## src/verilog/ads_pkg.sv

```systemverilog
// ADS124x controller package
// Widths, SPI timing, ADC command words and FSM encodings

package ads_pkg;

    // ========================================
    // Timing
    // ========================================

    // aclk cycles per second, kept small for simulation
    localparam int ticks_per_second = 1000;
    // aclk cycles per SCLK half period
    localparam int spi_half_period  = 4;

    // ========================================
    // Vector types
    // ========================================

    typedef logic [23:0] ts_t;
    typedef logic [7:0]  spi_byte_t;
    typedef logic [31:0] spi_word_t;
    // Byte count minus one
    typedef logic [1:0]  nbytes_t;
    // Timestamp on top, response word below
    typedef logic [55:0] adc_word_t;

    // ========================================
    // ADC commands
    // ========================================

    localparam logic [23:0] cmd_mux_ch0   = 24'h400017;
    localparam logic [23:0] cmd_mux_ch1   = 24'h400008;
    localparam logic [23:0] cmd_noop_read = 24'hFFFFFF;
    // All auto commands are three bytes long
    localparam nbytes_t     nbytes_cmd    = 2'd2;

    typedef enum logic [2:0] {
        tx_rst, tx_idle, tx_byte3, tx_byte2, tx_byte1, tx_byte0
    } tx_state_e;

    typedef enum logic [2:0] {
        rx_rst, rx_idle, rx_byte3, rx_byte2, rx_byte1, rx_byte0
    } rx_state_e;

    typedef enum logic [2:0] {
        auto_rst, auto_idle, auto_ch0, auto_wait0, auto_ch1, auto_wait1
    } auto_state_e;

endpackage

```

## src/verilog/ads_pps_timer.sv

```systemverilog
// PPS aligned second timer
// Counts aclk cycles within the second and emits the two
// half-second sample ticks for the auto sequence

`timescale 1ns/1ns

module ads_pps_timer (
    input  logic         aclk,
    input  logic         aresetn,
    input  logic         pps,
    output ads_pkg::ts_t timestamp,
    output logic         tick_a,
    output logic         tick_b
);

    ads_pkg::ts_t counter;

    // Preset to the last count so PPS wraps it to zero next cycle
    always_ff @(posedge aclk) begin
        if (!aresetn || pps) begin
            counter <= ads_pkg::ts_t'(ads_pkg::ticks_per_second - 1);
        end else if (counter == ads_pkg::ts_t'(ads_pkg::ticks_per_second - 1)) begin
            counter <= '0;
        end else begin
            counter <= counter + 1'b1;
        end
    end

    always_ff @(posedge aclk) begin
        if (!aresetn) begin
            tick_a <= 1'b0;
            tick_b <= 1'b0;
        end else begin
            tick_a <= (counter == ads_pkg::ts_t'(1));
            tick_b <= (counter == ads_pkg::ts_t'(ads_pkg::ticks_per_second / 2 + 1));
        end
    end

    assign timestamp = counter;

endmodule

```

## src/verilog/ads_spi_master.sv

```systemverilog
// SPI mode 1 byte engine
// Full duplex, MSB first: MOSI launched on rising SCLK, MISO sampled on
// falling SCLK. CS is held across a command until its last byte is done.

`timescale 1ns/1ns

module ads_spi_master (
    input  logic               aclk,
    input  logic               aresetn,
    input  ads_pkg::spi_byte_t tx_data,
    input  logic               tx_valid,
    input  logic               tx_last,
    output logic               tx_ready,
    output ads_pkg::spi_byte_t rx_data,
    output logic               rx_valid,
    output logic               sclk,
    output logic               mosi,
    output logic               cs_n,
    input  logic               miso
);

    logic [$clog2(ads_pkg::spi_half_period)-1:0] div_cnt;
    logic [3:0]                                  half_cnt;
    ads_pkg::spi_byte_t                          shreg;
    logic                                        busy;
    logic                                        release_cs;
    logic                                        last_byte;
    logic                                        div_tick;
    logic                                        accept;

    assign div_tick = (div_cnt == $bits(div_cnt)'(ads_pkg::spi_half_period - 1));
    assign accept   = tx_valid && tx_ready;
    // Ready once the byte is done and CS is settled
    assign tx_ready = !busy && !release_cs;

    // ========================================
    // Pin and handshake control
    // ========================================

    always_ff @(posedge aclk) begin
        if (!aresetn) begin
            busy       <= 1'b0;
            release_cs <= 1'b0;
            cs_n       <= 1'b1;
            sclk       <= 1'b0;
            mosi       <= 1'b0;
            rx_valid   <= 1'b0;
        end else begin
            rx_valid <= 1'b0;
            if (accept) begin
                busy <= 1'b1;
                cs_n <= 1'b0;
            end else if (busy && div_tick) begin
                // Even half periods end on a rising edge
                sclk <= ~half_cnt[0];
                if (!half_cnt[0]) begin
                    mosi <= shreg[7];
                end
                if (half_cnt == 4'd15) begin
                    busy       <= 1'b0;
                    release_cs <= last_byte;
                    rx_valid   <= 1'b1;
                end
            end else if (release_cs && div_tick) begin
                release_cs <= 1'b0;
                cs_n       <= 1'b1;
            end
        end
    end

    // ========================================
    // Divider, bit counter and shift register
    // ========================================

    always_ff @(posedge aclk) begin
        if (accept) begin
            shreg     <= tx_data;
            last_byte <= tx_last;
            div_cnt   <= '0;
            half_cnt  <= '0;
        end else if (busy || release_cs) begin
            div_cnt <= div_tick ? '0 : div_cnt + 1'b1;
            if (busy && div_tick) begin
                half_cnt <= half_cnt + 1'b1;
                // Falling edge shifts MISO in behind the sent bit
                if (half_cnt[0]) begin
                    shreg <= {shreg[6:0], miso};
                end
                if (half_cnt == 4'd15) begin
                    rx_data <= {shreg[6:0], miso};
                end
            end
        end
    end

endmodule

```

## src/verilog/ads_ctrl.sv

```systemverilog
// ADS124x command sequencer
// Runs host commands in manual mode, or the two-channel MUX write and
// DRDY-triggered read cycle in auto mode, and splits each command into
// SPI bytes. Results go to the host response or the sample stream.

`timescale 1ns/1ns

module ads_ctrl (
    input  logic               aclk,
    input  logic               aresetn,
    input  ads_pkg::ts_t       timestamp,
    input  logic               tick_a,
    input  logic               tick_b,
    output ads_pkg::spi_byte_t tx_data,
    output logic               tx_valid,
    output logic               tx_last,
    input  logic               tx_ready,
    input  ads_pkg::spi_byte_t rx_data,
    input  logic               rx_valid,
    input  logic               drdy_n,
    output logic               adc_start,
    output logic               adc_reset_n,
    input  logic               op_auto,
    input  logic               man_start,
    input  logic               man_reset_n,
    input  ads_pkg::spi_word_t cmd_data,
    input  ads_pkg::nbytes_t   cmd_nbytes,
    input  logic               cmd_valid,
    output logic               drdy_status,
    output ads_pkg::spi_word_t rsp_data,
    output logic               rsp_valid,
    output ads_pkg::adc_word_t sample_data,
    output logic               sample_valid,
    input  logic               sample_ready
);

    ads_pkg::tx_state_e   tx_state, tx_next;
    ads_pkg::rx_state_e   rx_state, rx_next;
    ads_pkg::auto_state_e auto_state, auto_next;

    ads_pkg::spi_word_t pend_data;
    ads_pkg::nbytes_t   pend_nbytes;
    logic               pend_valid;
    logic               pend_read;
    logic               cur_read;
    ads_pkg::spi_word_t tx_sr;
    logic [31:8]        rx_buf;
    ads_pkg::spi_word_t rx_word;
    logic [23:0]        auto_cmd;
    logic               drdy_s1, drdy_s2, drdy_s3;
    logic               drdy_fall;
    logic               auto_read, auto_load, host_load;
    logic               start, rx_done;

    // ========================================
    // ADC pins and DRDY synchronizer
    // ========================================

    assign adc_start   = op_auto ? 1'b1 : man_start;
    assign adc_reset_n = op_auto ? 1'b1 : man_reset_n;

    always_ff @(posedge aclk) begin
        if (!aresetn) begin
            drdy_s1 <= 1'b1;
            drdy_s2 <= 1'b1;
            drdy_s3 <= 1'b1;
        end else begin
            drdy_s1 <= drdy_n;
            drdy_s2 <= drdy_s1;
            drdy_s3 <= drdy_s2;
        end
    end

    // Edge taken from the synchronized copy only
    assign drdy_fall   = drdy_s3 && !drdy_s2;
    assign drdy_status = drdy_s2;

    // ========================================
    // Auto sequence and pending command
    // ========================================

    always_ff @(posedge aclk) begin
        if (!aresetn) begin
            auto_state <= ads_pkg::auto_rst;
        end else begin
            auto_state <= auto_next;
        end
    end

    always_comb begin
        auto_next = auto_state;
        case (auto_state)
            ads_pkg::auto_rst:   auto_next = ads_pkg::auto_idle;
            ads_pkg::auto_idle:  if (op_auto && tick_a) auto_next = ads_pkg::auto_ch0;
            ads_pkg::auto_ch0:   auto_next = ads_pkg::auto_wait0;
            ads_pkg::auto_wait0: begin
                if (!op_auto) auto_next = ads_pkg::auto_idle;
                else if (tick_b) auto_next = ads_pkg::auto_ch1;
            end
            ads_pkg::auto_ch1:   auto_next = ads_pkg::auto_wait1;
            ads_pkg::auto_wait1: begin
                if (!op_auto) auto_next = ads_pkg::auto_idle;
                else if (tick_a) auto_next = ads_pkg::auto_ch0;
            end
            default:             auto_next = ads_pkg::auto_rst;
        endcase
    end

    assign auto_read = drdy_fall && (auto_state == ads_pkg::auto_wait0 ||
                                     auto_state == ads_pkg::auto_wait1);
    assign auto_load = auto_read || auto_state == ads_pkg::auto_ch0 ||
                       auto_state == ads_pkg::auto_ch1;
    assign host_load = !op_auto && cmd_valid;
    assign auto_cmd  = auto_read ? ads_pkg::cmd_noop_read :
                       (auto_state == ads_pkg::auto_ch0) ? ads_pkg::cmd_mux_ch0 :
                       ads_pkg::cmd_mux_ch1;

    // Command waits here until both byte machines are idle
    assign start = pend_valid && tx_state == ads_pkg::tx_idle &&
                   rx_state == ads_pkg::rx_idle;

    always_ff @(posedge aclk) begin
        if (!aresetn) begin
            pend_valid <= 1'b0;
        end else if (auto_load || host_load) begin
            pend_valid <= 1'b1;
        end else if (start) begin
            pend_valid <= 1'b0;
        end
    end

    always_ff @(posedge aclk) begin
        if (auto_load) begin
            pend_data   <= {8'h00, auto_cmd};
            pend_nbytes <= ads_pkg::nbytes_cmd;
            pend_read   <= auto_read;
        end else if (host_load) begin
            pend_data   <= cmd_data;
            pend_nbytes <= cmd_nbytes;
            pend_read   <= 1'b0;
        end
    end

    // ========================================
    // TX and RX byte machines
    // ========================================

    always_ff @(posedge aclk) begin
        if (!aresetn) begin
            tx_state <= ads_pkg::tx_rst;
            rx_state <= ads_pkg::rx_rst;
        end else begin
            tx_state <= tx_next;
            rx_state <= rx_next;
        end
    end

    always_comb begin
        tx_next = tx_state;
        case (tx_state)
            ads_pkg::tx_rst:   tx_next = ads_pkg::tx_idle;
            ads_pkg::tx_idle: begin
                if (start) begin
                    case (pend_nbytes)
                        2'd3:    tx_next = ads_pkg::tx_byte3;
                        2'd2:    tx_next = ads_pkg::tx_byte2;
                        2'd1:    tx_next = ads_pkg::tx_byte1;
                        default: tx_next = ads_pkg::tx_byte0;
                    endcase
                end
            end
            ads_pkg::tx_byte3: if (tx_ready) tx_next = ads_pkg::tx_byte2;
            ads_pkg::tx_byte2: if (tx_ready) tx_next = ads_pkg::tx_byte1;
            ads_pkg::tx_byte1: if (tx_ready) tx_next = ads_pkg::tx_byte0;
            ads_pkg::tx_byte0: if (tx_ready) tx_next = ads_pkg::tx_idle;
            default:           tx_next = ads_pkg::tx_rst;
        endcase
    end

    always_comb begin
        rx_next = rx_state;
        case (rx_state)
            ads_pkg::rx_rst:   rx_next = ads_pkg::rx_idle;
            ads_pkg::rx_idle: begin
                if (start) begin
                    case (pend_nbytes)
                        2'd3:    rx_next = ads_pkg::rx_byte3;
                        2'd2:    rx_next = ads_pkg::rx_byte2;
                        2'd1:    rx_next = ads_pkg::rx_byte1;
                        default: rx_next = ads_pkg::rx_byte0;
                    endcase
                end
            end
            ads_pkg::rx_byte3: if (rx_valid) rx_next = ads_pkg::rx_byte2;
            ads_pkg::rx_byte2: if (rx_valid) rx_next = ads_pkg::rx_byte1;
            ads_pkg::rx_byte1: if (rx_valid) rx_next = ads_pkg::rx_byte0;
            ads_pkg::rx_byte0: if (rx_valid) rx_next = ads_pkg::rx_idle;
            default:           rx_next = ads_pkg::rx_rst;
        endcase
    end

    // First byte of a short command lands in the top of the shifter
    always_ff @(posedge aclk) begin
        if (start) begin
            tx_sr    <= pend_data << {~pend_nbytes, 3'b000};
            cur_read <= pend_read;
        end else if (tx_valid && tx_ready) begin
            tx_sr <= tx_sr << 8;
        end
    end

    assign tx_data  = tx_sr[31:24];
    assign tx_valid = tx_state == ads_pkg::tx_byte3 || tx_state == ads_pkg::tx_byte2 ||
                      tx_state == ads_pkg::tx_byte1 || tx_state == ads_pkg::tx_byte0;
    assign tx_last  = tx_state == ads_pkg::tx_byte0;

    // Cleared per command so short replies are zero-extended
    always_ff @(posedge aclk) begin
        if (start) begin
            rx_buf <= '0;
        end else if (rx_valid) begin
            case (rx_state)
                ads_pkg::rx_byte3: rx_buf[31:24] <= rx_data;
                ads_pkg::rx_byte2: rx_buf[23:16] <= rx_data;
                ads_pkg::rx_byte1: rx_buf[15:8]  <= rx_data;
                default:           rx_buf        <= rx_buf;
            endcase
        end
    end

    assign rx_done = rx_state == ads_pkg::rx_byte0 && rx_valid;
    assign rx_word = {rx_buf, rx_data};

    // ========================================
    // Host response and sample stream
    // ========================================

    always_ff @(posedge aclk) begin
        if (!aresetn || host_load) begin
            rsp_valid <= 1'b0;
            rsp_data  <= '0;
        end else if (rx_done && !op_auto) begin
            rsp_valid <= 1'b1;
            rsp_data  <= rx_word;
        end else if (op_auto) begin
            rsp_valid <= 1'b0;
        end
    end

    always_ff @(posedge aclk) begin
        if (!aresetn) begin
            sample_valid <= 1'b0;
        end else if (rx_done && cur_read) begin
            sample_valid <= 1'b1;
        end else if (sample_ready) begin
            sample_valid <= 1'b0;
        end
    end

    // A newer read replaces a sample still waiting for ready
    always_ff @(posedge aclk) begin
        if (rx_done && cur_read) begin
            sample_data <= {timestamp, rx_word};
        end
    end

endmodule

```

## src/verilog/ads_top.sv

```systemverilog
// ADS124x controller top level
// PPS timer, command sequencer and SPI master

`timescale 1ns/1ns

module ads_top (
    input  logic               aclk,
    input  logic               aresetn,
    output logic               sclk,
    output logic               mosi,
    input  logic               miso,
    output logic               cs_n,
    output logic               adc_reset_n,
    output logic               adc_start,
    input  logic               drdy_n,
    input  logic               pps,
    input  logic               op_auto,
    input  logic               man_start,
    input  logic               man_reset_n,
    input  ads_pkg::spi_word_t cmd_data,
    input  ads_pkg::nbytes_t   cmd_nbytes,
    input  logic               cmd_valid,
    output logic               drdy_status,
    output ads_pkg::spi_word_t rsp_data,
    output logic               rsp_valid,
    output ads_pkg::adc_word_t sample_data,
    output logic               sample_valid,
    input  logic               sample_ready
);

    ads_pkg::ts_t       timestamp;
    logic               tick_a;
    logic               tick_b;
    ads_pkg::spi_byte_t tx_data;
    logic               tx_valid;
    logic               tx_last;
    logic               tx_ready;
    ads_pkg::spi_byte_t rx_data;
    logic               rx_valid;

    ads_pps_timer timer_i (
        .aclk      (aclk),
        .aresetn   (aresetn),
        .pps       (pps),
        .timestamp (timestamp),
        .tick_a    (tick_a),
        .tick_b    (tick_b)
    );

    ads_ctrl ctrl_i (
        .aclk         (aclk),
        .aresetn      (aresetn),
        .timestamp    (timestamp),
        .tick_a       (tick_a),
        .tick_b       (tick_b),
        .tx_data      (tx_data),
        .tx_valid     (tx_valid),
        .tx_last      (tx_last),
        .tx_ready     (tx_ready),
        .rx_data      (rx_data),
        .rx_valid     (rx_valid),
        .drdy_n       (drdy_n),
        .adc_start    (adc_start),
        .adc_reset_n  (adc_reset_n),
        .op_auto      (op_auto),
        .man_start    (man_start),
        .man_reset_n  (man_reset_n),
        .cmd_data     (cmd_data),
        .cmd_nbytes   (cmd_nbytes),
        .cmd_valid    (cmd_valid),
        .drdy_status  (drdy_status),
        .rsp_data     (rsp_data),
        .rsp_valid    (rsp_valid),
        .sample_data  (sample_data),
        .sample_valid (sample_valid),
        .sample_ready (sample_ready)
    );

    ads_spi_master spi_i (
        .aclk     (aclk),
        .aresetn  (aresetn),
        .tx_data  (tx_data),
        .tx_valid (tx_valid),
        .tx_last  (tx_last),
        .tx_ready (tx_ready),
        .rx_data  (rx_data),
        .rx_valid (rx_valid),
        .sclk     (sclk),
        .mosi     (mosi),
        .cs_n     (cs_n),
        .miso     (miso)
    );

endmodule

```

## config.mk

```make
export PLATFORM = sky130hd
export DESIGN_NAME = ads_top
export DESIGN_NICKNAME = d
export VERILOG_FILES = /design/src/verilog/ads_pkg.sv /design/src/verilog/ads_pps_timer.sv /design/src/verilog/ads_spi_master.sv /design/src/verilog/ads_ctrl.sv /design/src/verilog/ads_top.sv
export SDC_FILE = /design/constraint.sdc
export NUM_CORES = 1
export LEC_CHECK = 0
export BUFFER_PORTS_ARGS = -buffer_cell sky130_fd_sc_hd__buf_2
export CORE_MARGIN = 5
export CORE_UTILIZATION = 53
export CTS_BUF_LIST = sky130_fd_sc_hd__clkbuf_4 sky130_fd_sc_hd__clkbuf_8
export CTS_CLUSTER_SIZE = 16
export DETAILED_ROUTE_END_ITERATION = 10
export PLACE_DENSITY = 0.78
export SETUP_SLACK_MARGIN = 0.4
export SYNTH_ARGS = -nofsm -noshare
export SYNTH_HDL_FRONTEND = slang
export SYNTH_SLANG_ARGS = --single-unit
```

## constraint.sdc

```tcl
create_clock -name aclk -period 2.4 [get_ports aclk]
set_input_delay 0.24 -clock aclk [delete_from_list [all_inputs] [get_ports aclk]]
set_output_delay 0.24 -clock aclk [all_outputs]
set_load 0.03 [all_outputs]
```

==> run metrics <==
Num CTS Buffers=40; largest net degree at the start of global routing=34; average footprint of a synthesized cell=11.0 um^2; Arr. time, crit path=2.25 ns; Final Core Density=65.3%; leakage power=0.00480 uW; Die Y=146 um; initial antenna violation count=0; Core ar.=18500 um^2; vias=7314; postcts setup bufs=0; Slew Viols, Final=0; Fin. Hold Viols=0; Worst setup SP type=register; post-synthesis sequential area ratio=64.0%; number of synthesized flops with an enable pin=131; worst path bufs/invs=1; synth-to-layout area growth=22.6%; vias in the first global route=7021; slowest CP cell=or3b_4; DP HPWL=15100 um; top cell family by delay on the critical path=simple AND/OR/NAND/NOR gates; Mapped Area=9870 um^2; WL per Instance=17.0 um; status=completed; Chip Width=146 um; Synth Flop Type=edfxtp_1; worst hold path class=in -> reg; die area=21500 um^2; Critical Path, Cell by Cell=or3b_4, or3_4, buf_6, a221oi_1, nor2_1; syn_nets=943; GPL Wtd Cong=0.865; Worst-Margin Slew=0.869 ns; clock buffer depth=3; total negative setup slack=0 ns; first-pass GRT wire length=36700 um; Synthesis Warnings=0; crit path kind=reg -> reg; filler instances=1421; DR pass1 iterations=5; unrepaired setup endpoints after global routing=yes; IO Port Bufs=139; row count=50; WL final=23000 um; gr ovfl total=0; synth unique cells=55; later-pin clock latency in the skew report=0.53 ns; fmax=504 MHz; # DRC=0; PD cells=753 nW/um^2; Initial Utilization=53.3%; Post-Synthesis Cells=895; clock sink total=250; Final Skew=0.0225 ns; endpoints failing setup=0; Clock transition at path regs=0.06 ns; gr usage total=20.9%; H-Tree Depth=2; final net count=1129; initial DRC count=460; post-DR vias/cell=5.43; IO Pins=140; Max VDD drop=438 uV; CTS root buf=clkbuf_8; share of layout cells above drive strength 1=26.8%; register bit total from synthesis=250; CTS tree=done; Tcrit/Tclk final=82.7%; antenna viol nets, final=0; critical path peak fanout=18; fin crit period=1.99 ns; ys async rst share=0%; CP Data Required Time=2.67 ns; Slew headroom=41.9%; highest cell delay on the worst timing path=0.44 ns; Antenna diodes=0; max-cap violations=0; CP Capture Type=register
[cells in the final DEF, fill, tap and decap left out, types with 6 or more instances in the layout]
cell,count
buf_2,139
nand3_1,23
nor2b_1,6
a21o_1,20
nand2b_1,8
nor4_1,9
mux2i_1,24
edfxtp_1,131
dlygate4sd3_1,30
buf_4,24
o21ai_0,24
nor3_1,10
nor2_1,76
a21oi_1,78
dfxtp_1,113
a221oi_2,6
inv_1,14
mux2_2,24
clkbuf_4,20
clkbuf_8,47
nand2_1,164
and2_1,11
dfxtp_2,6
nand4_1,12
xnor2_1,15
or3_1,8
[routing by layer]
layer,share of wire [%],GRT usage [%],wire length [um]
met1,43,27.7,9800
met2,49,34.6,11200
met3,6.3,4.47,1460
met4,2.4,6.73,546
met5,0,0,0
[Yosys cell counts (all sizes together) (12+ instances only)]
library cell	instances	area [um^2]
nor3	13	80.1
edfxtp	131	3930
mux2i	24	240
inv	15	56.3
a21oi	78	390
nand3	23	115
and2	12	75.1
mux2	24	270
buf	22	138
nor2	77	289
xnor2	15	131
dfxtp	119	2380
o21ai	25	125
nand2	166	623
a21o	20	150
nand4	12	75.1
clkbuf	31	116
[state kept, by name, summed over array words and instances, names as in the netlist, 2 cells and up]
signal              count
ctrl_i.pend_data       32
ctrl_i.auto_state       3
spi_i.half_cnt          4
spi_i.shreg             8
ctrl_i.rx_buf          24
ctrl_i.pend_nbytes      2
timer_i.timestamp      24
ctrl_i.tx_state         3
ctrl_i.sample_data     56
ctrl_i.rsp_data        32
spi_i.rx_data           8
spi_i.div_cnt           2
ctrl_i.tx_sr           32
ctrl_i.rx_state         3
[cell type report]
cell class	instances	area [um^2]	share of cell area, %
clock buffers	67	797	6.59
well taps	234	293	2.42
inverters	16	65.1	0.538
repair inverters	1	5.00	0.0414
clock inverters	7	63.8	0.527
multi-input cells	576	3330	27.5
repair buffers	196	1230	10.1
flip-flops and latches	250	6320	52.3
[cell families (layout without fill, tap and decap cells)]
group / count (synthesis) / after routing / synth area share (%)
AOI/OAI and AO/OA: 151 / 151 / 9.11
xor gates and xnor gates: 18 / 18 / 1.60
adders and majority gates: 5 / 5 / 0.608
buffers and inverters: 69 / 287 / 3.23
DFF: 250 / 250 / 64.0
muxes: 48 / 48 / 5.17
and+or+nand+nor: 354 / 354 / 16.3
[final timing paths]
path | startpoint | cells past startpoint | end | slack, ns
worst max-delay path | ctrl_i.tx_state[1] | 5 | ctrl_i.tx_sr[17] | 0.41
worst min-delay path | cmd_data[15] | 2 | ctrl_i.pend_data[15] | 0.03
worst max register to register | ctrl_i.tx_state[1] | 5 | ctrl_i.tx_sr[17] | 0.41
worst min register to register | ctrl_i.drdy_s1 | 1 | ctrl_i.drdy_status | 0.40
[what timing repair did]
item,4_1_cts,5_1_grt
gates resized for setup,5,14
hold buffers,29,1
pin swaps,0,1
endpoints found under the hold margin,29,1
endpoints found under the setup margin,49,90
cloned,1,0
[through the flow]
stage / power, uW / worst slack, ns / std cells / hold WS, ns / area, um^2
2_1_floorplan: 5130 / 0.364 / 895 / 0.339 / 9900
3_3_place_gp: 5320 / 0.394 / 1242 / 0.390 / 10900
3_5_place_dp: 5340 / 0.325 / 1242 / 0.392 / 10900
4_1_cts: 9140 / 0.422 / 1346 / 0.0000580 / 12000
5_1_grt: 9490 / 0.380 / 1347 / 0.0224 / 12100
6_report: 9110 / 0.414 / 1347 / 0.0318 / 12100
[power by group]
part	switching (uW)	internal, uW
Sequential	102	4600
Combinational	348	272
Clock	1590	2200
[worst reg2reg max path: stages, from the launching register on]
cell,delay [ns]
dfxtp_2,0.36
or3b_4,0.44
or3_4,0.39
buf_6,0.19
a221oi_1,0.28
nor2_1,0.06
(Power assumes the default switching activity.)
